--- src/conv_pkg.sv ---
// Full-word APB; window word w lives at base + 0x400*(w/64) + 4*(w%64), stride fixed at 1
package conv_pkg;

    // Sample and partial-sum widths
    localparam int data_w = 16;
    localparam int acc_w  = 32;

    // Default tile geometry
    localparam int def_k  = 3;
    localparam int def_tr = 6;
    localparam int def_tc = 6;
    localparam int def_tm = 2;
    localparam int def_tn = 2;

    localparam int apb_aw = 12;
    localparam int apb_dw = 32;

    // Register map, byte offsets
    localparam logic [apb_aw-1:0] reg_ctrl   = 12'h000;
    localparam logic [apb_aw-1:0] reg_status = 12'h004;
    localparam logic [apb_aw-1:0] win_in     = 12'h100;
    localparam logic [apb_aw-1:0] win_wt     = 12'h200;
    localparam logic [apb_aw-1:0] win_out    = 12'h300;

    // Bits needed to count n states, never less than one
    function automatic int cnt_w(input int n);
        return (n > 1) ? $clog2(n) : 1;
    endfunction

endpackage
--- src/conv_tile_top.sv ---
// Host loads buffers over APB, starts, polls done and reads back; the engine owns the buffers while busy
`timescale 1ns/1ps

module conv_tile_top import conv_pkg::*; #(
    parameter int k  = def_k,
    parameter int tr = def_tr,
    parameter int tc = def_tc,
    parameter int tm = def_tm,
    parameter int tn = def_tn
) (
    input  logic              clk,
    input  logic              rst,
    input  logic [apb_aw-1:0] paddr,
    input  logic              psel,
    input  logic              penable,
    input  logic              pwrite,
    input  logic [apb_dw-1:0] pwdata,
    output logic [apb_dw-1:0] prdata,
    output logic              pready,
    output logic              pslverr
);

    localparam int in_depth  = tm * tr * tc;
    localparam int wt_depth  = tn * tm * k * k;
    localparam int out_depth = tn * (tr - k + 1) * (tc - k + 1);
    localparam int in_aw     = cnt_w(in_depth);
    localparam int wt_aw     = cnt_w(wt_depth);
    localparam int out_aw    = cnt_w(out_depth);

    logic              busy;
    logic              done;
    logic              start;
    logic [in_aw-1:0]  ctrl_in_addr;
    logic [wt_aw-1:0]  ctrl_wt_addr;
    logic [out_aw-1:0] ctrl_out_raddr;
    logic [out_aw-1:0] ctrl_out_waddr;
    logic              ctrl_out_we;
    logic              op_valid;
    logic              win_last;
    logic              first_slice;
    logic [data_w-1:0] in_rdata;
    logic [data_w-1:0] wt_rdata;
    logic [acc_w-1:0]  out_rdata;
    logic [acc_w-1:0]  out_wr_data;
    logic              host_in_we;
    logic [in_aw-1:0]  host_in_waddr;
    logic [data_w-1:0] host_in_wdata;
    logic [in_aw-1:0]  host_in_raddr;
    logic              host_wt_we;
    logic [wt_aw-1:0]  host_wt_waddr;
    logic [data_w-1:0] host_wt_wdata;
    logic [wt_aw-1:0]  host_wt_raddr;
    logic              host_out_we;
    logic [out_aw-1:0] host_out_waddr;
    logic [acc_w-1:0]  host_out_wdata;
    logic [out_aw-1:0] host_out_raddr;

    conv_apb_regs #(.in_aw(in_aw), .wt_aw(wt_aw), .out_aw(out_aw)) u_regs (
        .clk(clk), .rst(rst), .paddr(paddr), .psel(psel), .penable(penable),
        .pwrite(pwrite), .pwdata(pwdata), .prdata(prdata), .pready(pready),
        .pslverr(pslverr), .busy(busy), .done(done), .start(start),
        .in_rdata(in_rdata), .wt_rdata(wt_rdata), .out_rdata(out_rdata),
        .host_in_we(host_in_we), .host_in_waddr(host_in_waddr),
        .host_in_wdata(host_in_wdata), .host_in_raddr(host_in_raddr),
        .host_wt_we(host_wt_we), .host_wt_waddr(host_wt_waddr),
        .host_wt_wdata(host_wt_wdata), .host_wt_raddr(host_wt_raddr),
        .host_out_we(host_out_we), .host_out_waddr(host_out_waddr),
        .host_out_wdata(host_out_wdata), .host_out_raddr(host_out_raddr)
    );

    // Input and weight buffers are written by the host only
    tile_buffer #(.depth(in_depth), .width(data_w)) u_in_buf (
        .clk(clk), .we(host_in_we), .waddr(host_in_waddr), .wdata(host_in_wdata),
        .raddr(busy ? ctrl_in_addr : host_in_raddr), .rdata(in_rdata)
    );
    tile_buffer #(.depth(wt_depth), .width(data_w)) u_wt_buf (
        .clk(clk), .we(host_wt_we), .waddr(host_wt_waddr), .wdata(host_wt_wdata),
        .raddr(busy ? ctrl_wt_addr : host_wt_raddr), .rdata(wt_rdata)
    );
    tile_buffer #(.depth(out_depth), .width(acc_w)) u_out_buf (
        .clk(clk), .we(busy ? ctrl_out_we : host_out_we),
        .waddr(busy ? ctrl_out_waddr : host_out_waddr),
        .wdata(busy ? out_wr_data : host_out_wdata),
        .raddr(busy ? ctrl_out_raddr : host_out_raddr), .rdata(out_rdata)
    );

    conv_ctrl_path #(.k(k), .tr(tr), .tc(tc), .tm(tm), .tn(tn)) u_ctrl (
        .clk(clk), .rst(rst), .start(start), .busy(busy), .done(done),
        .in_rd_addr(ctrl_in_addr), .wt_rd_addr(ctrl_wt_addr),
        .out_rd_addr(ctrl_out_raddr), .out_wr_addr(ctrl_out_waddr),
        .out_wr_en(ctrl_out_we), .op_valid(op_valid), .win_last(win_last),
        .first_slice(first_slice)
    );

    conv_mac_unit u_mac (
        .clk(clk), .rst(rst), .op_valid(op_valid), .win_last(win_last),
        .first_slice(first_slice), .in_data(in_rdata), .wt_data(wt_rdata),
        .psum(out_rdata), .out_wr_data(out_wr_data)
    );

endmodule

--- src/conv_apb_regs.sv ---
// Zero wait states; buffer windows belong to the host only while the engine is idle
`timescale 1ns/1ps

module conv_apb_regs import conv_pkg::*; #(
    parameter int in_aw  = 7,
    parameter int wt_aw  = 6,
    parameter int out_aw = 5
) (
    input  logic              clk,
    input  logic              rst,
    input  logic [apb_aw-1:0] paddr,
    input  logic              psel,
    input  logic              penable,
    input  logic              pwrite,
    input  logic [apb_dw-1:0] pwdata,
    output logic [apb_dw-1:0] prdata,
    output logic              pready,
    output logic              pslverr,
    input  logic              busy,
    input  logic              done,
    output logic              start,
    input  logic [data_w-1:0] in_rdata,
    input  logic [data_w-1:0] wt_rdata,
    input  logic [acc_w-1:0]  out_rdata,
    output logic              host_in_we,
    output logic [in_aw-1:0]  host_in_waddr,
    output logic [data_w-1:0] host_in_wdata,
    output logic [in_aw-1:0]  host_in_raddr,
    output logic              host_wt_we,
    output logic [wt_aw-1:0]  host_wt_waddr,
    output logic [data_w-1:0] host_wt_wdata,
    output logic [wt_aw-1:0]  host_wt_raddr,
    output logic              host_out_we,
    output logic [out_aw-1:0] host_out_waddr,
    output logic [acc_w-1:0]  host_out_wdata,
    output logic [out_aw-1:0] host_out_raddr
);

    logic       access;
    logic       wr;
    logic       ctrl_start;
    logic       sel_in;
    logic       sel_wt;
    logic       sel_out;
    logic [7:0] idx;
    logic       done_flag;

    assign access     = psel && penable;
    assign wr         = access && pwrite;
    assign ctrl_start = wr && (paddr == reg_ctrl) && pwdata[0];
    assign sel_in     = (paddr[9:8] == win_in[9:8]);
    assign sel_wt     = (paddr[9:8] == win_wt[9:8]);
    assign sel_out    = (paddr[9:8] == win_out[9:8]);
    // Bits 11:10 page the window beyond its first 64 words
    assign idx        = {paddr[11:10], paddr[7:2]};

    assign pready  = 1'b1;
    assign start   = ctrl_start && !busy;
    assign pslverr = busy && (ctrl_start || (access && (sel_in || sel_wt || sel_out)));

    assign host_in_we     = wr && sel_in && !busy;
    assign host_in_waddr  = in_aw'(idx);
    assign host_in_wdata  = pwdata[data_w-1:0];
    assign host_in_raddr  = in_aw'(idx);
    assign host_wt_we     = wr && sel_wt && !busy;
    assign host_wt_waddr  = wt_aw'(idx);
    assign host_wt_wdata  = pwdata[data_w-1:0];
    assign host_wt_raddr  = wt_aw'(idx);
    assign host_out_we    = wr && sel_out && !busy;
    assign host_out_waddr = out_aw'(idx);
    assign host_out_wdata = pwdata[acc_w-1:0];
    assign host_out_raddr = out_aw'(idx);

    // Window data was addressed in the setup phase and is valid now
    always_comb begin
        prdata = '0;
        if (paddr == reg_status) begin
            prdata[1:0] = {done_flag, busy};
        end else if (!busy && sel_in) begin
            prdata = {{(apb_dw - data_w){in_rdata[data_w-1]}}, in_rdata};
        end else if (!busy && sel_wt) begin
            prdata = {{(apb_dw - data_w){wt_rdata[data_w-1]}}, wt_rdata};
        end else if (!busy && sel_out) begin
            prdata = out_rdata;
        end
    end

    // Sticky until the next accepted start
    always_ff @(posedge clk or posedge rst) begin
        if (rst) begin
            done_flag <= 1'b0;
        end else if (start) begin
            done_flag <= 1'b0;
        end else if (done) begin
            done_flag <= 1'b1;
        end
    end

    a_penable_psel: assert property (@(posedge clk) disable iff (rst) penable |-> psel)
        else $error("conv_apb_regs: penable without psel");

endmodule

--- src/conv_mac_unit.sv ---
// Operands arrive one cycle after issue; the write-back value is ready four cycles after a window ends
`timescale 1ns/1ps

module conv_mac_unit import conv_pkg::*; (
    input  logic                     clk,
    input  logic                     rst,
    input  logic                     op_valid,
    input  logic                     win_last,
    input  logic                     first_slice,
    input  logic signed [data_w-1:0] in_data,
    input  logic signed [data_w-1:0] wt_data,
    input  logic signed [acc_w-1:0]  psum,
    output logic signed [acc_w-1:0]  out_wr_data
);

    logic signed [acc_w-1:0] prod;
    logic signed [acc_w-1:0] acc;
    logic                    prod_vld;
    logic                    prod_last;
    logic                    prod_first;
    logic                    acc_open;
    logic                    acc_first;

    always_ff @(posedge clk or posedge rst) begin
        if (rst) begin
            prod_vld   <= 1'b0;
            prod_last  <= 1'b0;
            prod_first <= 1'b0;
            acc_open   <= 1'b0;
            acc_first  <= 1'b0;
        end else begin
            prod_vld   <= op_valid;
            prod_last  <= win_last;
            prod_first <= first_slice;
            acc_first  <= prod_first;
            // Next product starts a fresh window after the last one
            if (prod_vld) begin
                acc_open <= !prod_last;
            end
        end
    end

    always_ff @(posedge clk) begin
        prod <= in_data * wt_data;
        if (prod_vld) begin
            acc <= (acc_open ? acc : '0) + prod;
        end
        // The stored partial sum is stale on the first slice
        out_wr_data <= acc + (acc_first ? '0 : psum);
    end

    a_last_valid: assert property (@(posedge clk) disable iff (rst) win_last |-> op_valid)
        else $error("conv_mac_unit: window end without an operand");

endmodule

--- src/conv_ctrl_path.sv ---
// One product per cycle with no stalls; start must arrive while idle, outputs lag issue by fixed delays
`timescale 1ns/1ps

module conv_ctrl_path import conv_pkg::*; #(
    parameter int k  = def_k,
    parameter int tr = def_tr,
    parameter int tc = def_tc,
    parameter int tm = def_tm,
    parameter int tn = def_tn
) (
    input  logic                                          clk,
    input  logic                                          rst,
    input  logic                                          start,
    output logic                                          busy,
    output logic                                          done,
    output logic [cnt_w(tm*tr*tc)-1:0]                    in_rd_addr,
    output logic [cnt_w(tn*tm*k*k)-1:0]                   wt_rd_addr,
    output logic [cnt_w(tn*(tr-k+1)*(tc-k+1))-1:0]        out_rd_addr,
    output logic [cnt_w(tn*(tr-k+1)*(tc-k+1))-1:0]        out_wr_addr,
    output logic                                          out_wr_en,
    output logic                                          op_valid,
    output logic                                          win_last,
    output logic                                          first_slice
);

    localparam int orow   = tr - k + 1;
    localparam int ocol   = tc - k + 1;
    localparam int in_aw  = cnt_w(tm * tr * tc);
    localparam int wt_aw  = cnt_w(tn * tm * k * k);
    localparam int out_aw = cnt_w(tn * orow * ocol);

    logic                     running;
    logic [cnt_w(k)-1:0]      j;
    logic [cnt_w(k)-1:0]      i;
    logic [cnt_w(ocol)-1:0]   col;
    logic [cnt_w(orow)-1:0]   row;
    logic [cnt_w(tm)-1:0]     slice;
    logic [cnt_w(tn)-1:0]     blk;
    logic                     j_done;
    logic                     i_done;
    logic                     col_done;
    logic                     row_done;
    logic                     slice_done;
    logic                     blk_done;
    logic [out_aw-1:0]        out_addr;
    logic [2:0]               strobe_d;

    // Loop nest, innermost first: j, i, col, row, slice, block
    conv_counter #(.max_count(k)) u_cnt_j (
        .clk(clk), .rst(rst), .ena(running), .clear(start), .cnt(j), .done(j_done)
    );
    conv_counter #(.max_count(k)) u_cnt_i (
        .clk(clk), .rst(rst), .ena(j_done), .clear(start), .cnt(i), .done(i_done)
    );
    conv_counter #(.max_count(ocol)) u_cnt_col (
        .clk(clk), .rst(rst), .ena(i_done), .clear(start), .cnt(col), .done(col_done)
    );
    conv_counter #(.max_count(orow)) u_cnt_row (
        .clk(clk), .rst(rst), .ena(col_done), .clear(start), .cnt(row), .done(row_done)
    );
    conv_counter #(.max_count(tm)) u_cnt_slice (
        .clk(clk), .rst(rst), .ena(row_done), .clear(start), .cnt(slice), .done(slice_done)
    );
    conv_counter #(.max_count(tn)) u_cnt_blk (
        .clk(clk), .rst(rst), .ena(slice_done), .clear(start), .cnt(blk), .done(blk_done)
    );

    // Issue runs until the last op; busy also covers the write-back drain
    always_ff @(posedge clk or posedge rst) begin
        if (rst) begin
            running <= 1'b0;
            busy    <= 1'b0;
        end else begin
            if (start) begin
                running <= 1'b1;
            end else if (blk_done) begin
                running <= 1'b0;
            end
            if (start) begin
                busy <= 1'b1;
            end else if (done) begin
                busy <= 1'b0;
            end
        end
    end

    assign in_rd_addr = in_aw'(slice * (tr * tc) + (row + i) * tc + col + j);
    assign wt_rd_addr = wt_aw'((blk * tm + slice) * (k * k) + i * k + j);
    assign out_addr   = out_aw'(blk * (orow * ocol) + row * ocol + col);

    // Strobes meet the buffer data one cycle after issue
    delay_line #(.depth(1), .payload_t(logic [2:0])) u_dly_strobe (
        .clk(clk), .rst(rst), .din({running, i_done, slice == 0}), .dout(strobe_d)
    );
    assign op_valid    = strobe_d[2];
    assign win_last    = strobe_d[1];
    assign first_slice = strobe_d[0];

    // Partial sum read at +2, write-back at +4 from the window's last element
    delay_line #(.depth(2), .payload_t(logic [out_aw-1:0])) u_dly_rd_addr (
        .clk(clk), .rst(rst), .din(out_addr), .dout(out_rd_addr)
    );
    delay_line #(.depth(2), .payload_t(logic [out_aw-1:0])) u_dly_wr_addr (
        .clk(clk), .rst(rst), .din(out_rd_addr), .dout(out_wr_addr)
    );
    delay_line #(.depth(4), .payload_t(logic)) u_dly_wr_en (
        .clk(clk), .rst(rst), .din(i_done), .dout(out_wr_en)
    );

    // Done follows the final write-back by one cycle
    delay_line #(.depth(5), .payload_t(logic)) u_dly_done (
        .clk(clk), .rst(rst), .din(blk_done), .dout(done)
    );

    a_start_idle: assert property (@(posedge clk) disable iff (rst) start |-> !busy)
        else $error("conv_ctrl_path: start while busy");

    // The drain keeps busy high until the last write has gone out
    a_wr_busy: assert property (@(posedge clk) disable iff (rst) out_wr_en |-> busy)
        else $error("conv_ctrl_path: write-back outside a run");

endmodule

--- src/tile_buffer.sv ---
// Read data is registered, so it appears the cycle after raddr; contents are undefined after power-up
`timescale 1ns/1ps

module tile_buffer import conv_pkg::*; #(
    parameter int depth = 64,
    parameter int width = 16
) (
    input  logic                    clk,
    input  logic                    we,
    input  logic [cnt_w(depth)-1:0] waddr,
    input  logic [width-1:0]        wdata,
    input  logic [cnt_w(depth)-1:0] raddr,
    output logic [width-1:0]        rdata
);

    logic [width-1:0] mem [depth];

    always_ff @(posedge clk) begin
        if (we) begin
            mem[waddr] <= wdata;
        end
        rdata <= mem[raddr];
    end

    // A host paging past the buffer end would alias into other words
    a_waddr_range: assert property (@(posedge clk) we |-> waddr < depth)
        else $error("tile_buffer: write address %0d beyond depth %0d", waddr, depth);

endmodule

--- src/delay_line.sv ---
// Fixed latency of depth cycles (depth >= 1); payload_t must be a packed type
`timescale 1ns/1ps

module delay_line #(
    parameter int  depth     = 1,
    parameter type payload_t = logic
) (
    input  logic     clk,
    input  logic     rst,
    input  payload_t din,
    output payload_t dout
);

    payload_t stages [depth];

    always_ff @(posedge clk or posedge rst) begin
        if (rst) begin
            for (int s = 0; s < depth; s++) begin
                stages[s] <= '0;
            end
        end else begin
            stages[0] <= din;
            for (int s = 1; s < depth; s++) begin
                stages[s] <= stages[s - 1];
            end
        end
    end

    // Oldest stage
    assign dout = stages[depth - 1];

endmodule

--- src/conv_counter.sv ---
// Counts enabled cycles from zero and wraps at max_count-1; clear has priority over ena
`timescale 1ns/1ps

module conv_counter import conv_pkg::*; #(
    parameter int max_count = 4
) (
    input  logic                        clk,
    input  logic                        rst,
    input  logic                        ena,
    input  logic                        clear,
    output logic [cnt_w(max_count)-1:0] cnt,
    output logic                        done
);

    // Pulses on the enabled cycle that holds the last count
    assign done = ena && (cnt == max_count - 1);

    always_ff @(posedge clk or posedge rst) begin
        if (rst) begin
            cnt <= '0;
        end else if (clear || done) begin
            cnt <= '0;
        end else if (ena) begin
            cnt <= cnt + 1'b1;
        end
    end

    a_cnt_range: assert property (@(posedge clk) disable iff (rst) cnt <= max_count - 1)
        else $error("conv_counter: count %0d beyond %0d", cnt, max_count - 1);

endmodule

--- config.mk ---
export PLATFORM = sky130hd
export DESIGN_NAME = conv_tile_top
export DESIGN_NICKNAME = d
export VERILOG_FILES = /design/src/conv_pkg.sv /design/src/conv_tile_top.sv /design/src/conv_apb_regs.sv /design/src/conv_mac_unit.sv /design/src/conv_ctrl_path.sv /design/src/tile_buffer.sv /design/src/delay_line.sv /design/src/conv_counter.sv
export SDC_FILE = /design/constraint.sdc
export NUM_CORES = 2
export LEC_CHECK = 0
export ABC_AREA = 0
export BUFFER_PORTS_ARGS = -buffer_cell sky130_fd_sc_hd__buf_2
export CORE_MARGIN = 1.5
export CORE_UTILIZATION = 36
export CTS_CLUSTER_SIZE = 28
export DETAILED_ROUTE_END_ITERATION = 10
export SETUP_SLACK_MARGIN = 0.4
export SYNTH_ARGS = -nofsm -noshare
export SYNTH_HDL_FRONTEND = slang
export SYNTH_SLANG_ARGS = --single-unit
--- constraint.sdc ---
create_clock -name clk -period 7.1 [get_ports clk]
set_clock_uncertainty 0.15 [all_clocks]
set_input_delay 0.71 -clock clk [delete_from_list [all_inputs] [get_ports clk]]
set_output_delay 0.71 -clock clk [all_outputs]
set_load 0.05 [all_outputs]
==> run_results.csv <==
group,metric,value,unit
clock_tree,ctsHtreeMaxLevel,5,
min_path,holdCritPathClass,"in -> reg",
place,hpwl,206.4,mm
timing,fin_crit_sh,92.44,%
detailed_routing,dr.pass1.iters,5,
yosys,synth_top_area_share,66.30,%
clock_tree,clk_path_buf_depth,4,
yosys,synth_area_leader_cell,"edfxtp_1",
detailed_routing,met1_length,141.0,mm
yosys,synth_edf_count,2784,
timing,final_max_slew_viol_count,0,
timing,slew_headroom,15.72,%
yosys,synthDistinctLibCells,76,
critical_path,worst-path-max-fanout,10,
floorplanning,die-width,594.8,um
timing,rsz0062_at_grt,"no",
critical_path,required,7.73,ns
detailed_routing,wl_met2,163.4,mm
detailed_routing,drtAntennaViolNets,0,
cells_and_area,synthToLayoutAreaGrowth,14.13,%
job,maxCapViolations,0,
grt,track_usage,18.59,%
floorplanning,rows,217,
cells_and_area,nFillCells,30700,
place,io_buffers,81,
detailed_routing,drt_iter0_drc,6650,
grt,grt_pass1_vias,67460,
yosys,synth_area_per_cell,17.91,um2
clock_tree,cts_buffers,316,
detailed_routing,via_per_inst,5.371,
yosys,synth_area_leaders,"edfxtp_1 66%, mux4_2 12%, fa_1 4.3%",
timing,worst_pin_slew,1.264,ns
detailed_routing,met3_length,20.29,mm
critical_path,critPathKind,"reg -> reg",
status,status,"finished, final reports clean",
critical_path,rr_startpoint,"u_wt_buf.rdata[15]",
yosys,async_flop_share,1.622,%
critical_path,critPathCaptureType,"register",
critical_path,cp.arrival,7.19,ns
min_path,holdCritStartpoint,"penable",
timing,finalHoldViolCount,0,
timing,setup_violations,0,
pwr,power.density,375.1,nW/um2
detailed_routing,wirelength,334.1,mm
detailed_routing,drcViolationCount,0,
clock_tree,insertion_delay,0.92,ns
clock_tree,cts_num_sinks,2960,
cells_and_area,nNetsFinal,7869,
grt,grt_pass1_wl,483.0,mm
floorplanning,die_area,353800,um2
clock_tree,clk_pin_slew,0.06,ns
yosys,synth-main-ff-cell,"edfxtp_1",
timing,fmax,152.4,MHz
grt,overflow,0,
floorplanning,core_area,348900,um2
yosys,synthesis.yosys.warnings,0,
detailed_routing,drt-wirelength-per-cell,27.29,um
yosys,netlist_area,126100,um2
critical_path,crit_start,"u_wt_buf.rdata[15]",
yosys,synth_fp_nets,7526,
timing,whs,0.07571,ns
timing,fin_crit,6.563,ns
cells_and_area,drive_gt1_share,22.17,%
floorplanning,io_pins,83,
clock_tree,clock_tree.root_cell,"clkbuf_16",
detailed_routing,vias,65770,
pwr,p_leak,0.04855,uW
detailed_routing,top_layer,"met5",
pwr,peakVddDrop,734.7,uV
yosys,yosysSeqAreaShare,69.28,%
critical_path,worstSetupStartpointType,"register",
timing,setup_tns,0,ns
clock_tree,tritoncts,"done",
grt,grt_max_degree,145,
place,gp_congestion,0.8143,
grt,antenna_found_initial,16,
floorplanning,die_h,594.8,um
yosys,yosysMostFrequentCell,"edfxtp_1",
yosys,postSynthCellCount,7039,
floorplanning,initial_core_util,36.14,%
yosys,synth_common_cells,"2,784 x edfxtp_1, 688 x mux4_2, 626 x nand2_1",
yosys,synth_seq_cells,2960,
-- where the power goes --
| group | switching [uW] | total [uW] | internal (uW) |
|---|---|---|---|
| Combinational | 10100 | 17300 | 7270 |
| Sequential | 396 | 20300 | 19900 |
| Clock | 6790 | 16400 | 9600 |
| Total | 17300 | 54000 | 36700 |
-- registers in the layout (all words and copies together) (netlist names), 3 cells and up --
register / flops
u_ctrl.u_dly_done.stages: 4
u_ctrl.u_dly_rd_addr.dout: 5
u_ctrl.u_dly_rd_addr.stages: 5
u_ctrl.u_dly_strobe.dout: 3
u_ctrl.u_dly_wr_addr.dout: 5
u_ctrl.u_dly_wr_addr.stages: 5
u_in_buf.mem: 1152
u_in_buf.rdata: 16
u_mac.acc: 32
u_mac.out_wr_data: 32
u_mac.prod: 32
u_out_buf.mem: 1024
u_out_buf.rdata: 32
u_wt_buf.mem: 576
u_wt_buf.rdata: 16
-- routing by layer --
metal | vias to the layer above | track usage (%)
met5 | - | 0
met4 | 2 | 5.197
met3 | 453 | 2.479
met2 | 2377 | 30.86
met1 | 34970 | 25.68
li1 | 27970 | -
-- final cells by class --
cell class / instances / area (um2) / share of cell area, %
clock buffers: 406 / 8524 / 5.923
repair buffers: 368 / 2853 / 1.982
multi-input cells: 3407 / 36410 / 25.30
flip-flops and latches: 2960 / 87400 / 60.73
diodes: 3 / 7.507 / 0.005216
well taps: 4599 / 5754 / 3.998
clock inverters: 174 / 1732 / 1.203
inverters: 329 / 1239 / 0.8607
-- critical path, cell delays in order, from the launching register on --
cell and delay (ns):
dfxtp_1 0.66, clkinvlp_4 0.16, buf_4 0.19, nor2_1 0.15, fa_1 0.45, fa_1 0.46, fa_1 0.53, fa_1 0.44
fa_1 0.50, inv_1 0.05, fa_1 0.47, inv_1 0.04, ha_1 0.37, o21ai_0 0.29, nand2b_1 0.14, a22oi_2 0.32
nor2b_1 0.13, o41ai_2 0.35, o2111ai_1 0.22, a21oi_1 0.21, xnor2_1 0.14
-- through the flow --
step	instances	setup WS [ns]	util, %	total power, uW	area [um2]
global route	12240	0.3824	41.25	57130	143900
finish	12250	0.5368	41.25	53980	143900
CTS	12240	0.4093	41.22	54320	143800
global placement	11660	0.3987	38.28	37550	133600
detailed placement	11660	0.3013	38.28	37940	133600
floorplan	7039	1.024	-	33400	126100
-- cell families after synthesis --
kind of cell             count (synthesis)  share of synthesized area, %
AO/OA/AOI/OAI                          596                         3.134
AND/OR/NAND/NOR                       1443                         5.235
adder cells (fa/ha/maj)                438                         5.948
other                                    1                      0.002974
XOR/XNOR                                97                        0.6738
flip-flops                            2960                         69.28
multiplexers                           832                         13.51
buffers and inverters                  672                         2.212
-- timing repair --
action	CTS	global route
setup buffers	0	5
hold endpoints to repair	48	0
gates resized for setup	3	23
setup endpoints to repair	3	10
pin swaps	0	2
hold buffers	1	0
-- placed cells by master (no fill, tap or decap), types with 22 or more instances in the layout --
cell       instances
a211oi_1         119
a21o_1            42
a21oi_1          139
and2_1           190
and3_1            22
buf_2             65
buf_4            282
bufinv_16         30
clkbuf_1          70
clkbuf_16        323
clkinv_1          55
clkinv_2          60
dfrtp_1           47
dfxtp_1          108
edfxtp_1        2784
fa_1             268
ha_1             169
inv_1            327
mux2_2            79
mux2i_1           65
mux4_2           688
nand2_1          624
nand3_1          189
nor2_1           209
nor2_4            32
nor2b_1           93
nor3_1            24
o211ai_1          23
o21ai_0           98
xnor2_1           78
-- path summary, 6_finish.rpt --
check / to / slack, ns / cells past startpoint
worst min-delay path: u_ctrl.running / 0.08 / 3
min in group asynchronous: u_ctrl.busy / 0.46 / 3
max in group asynchronous: u_ctrl.busy / 5.60 / 3
worst max register to register: u_mac.prod[25] / 0.54 / 20
worst min register to register: u_ctrl.u_dly_rd_addr.dout[0] / 0.19 / 0
worst max-delay path: u_mac.prod[25] / 0.54 / 20
No activity file was read; power rests on OpenSTA's default activity.
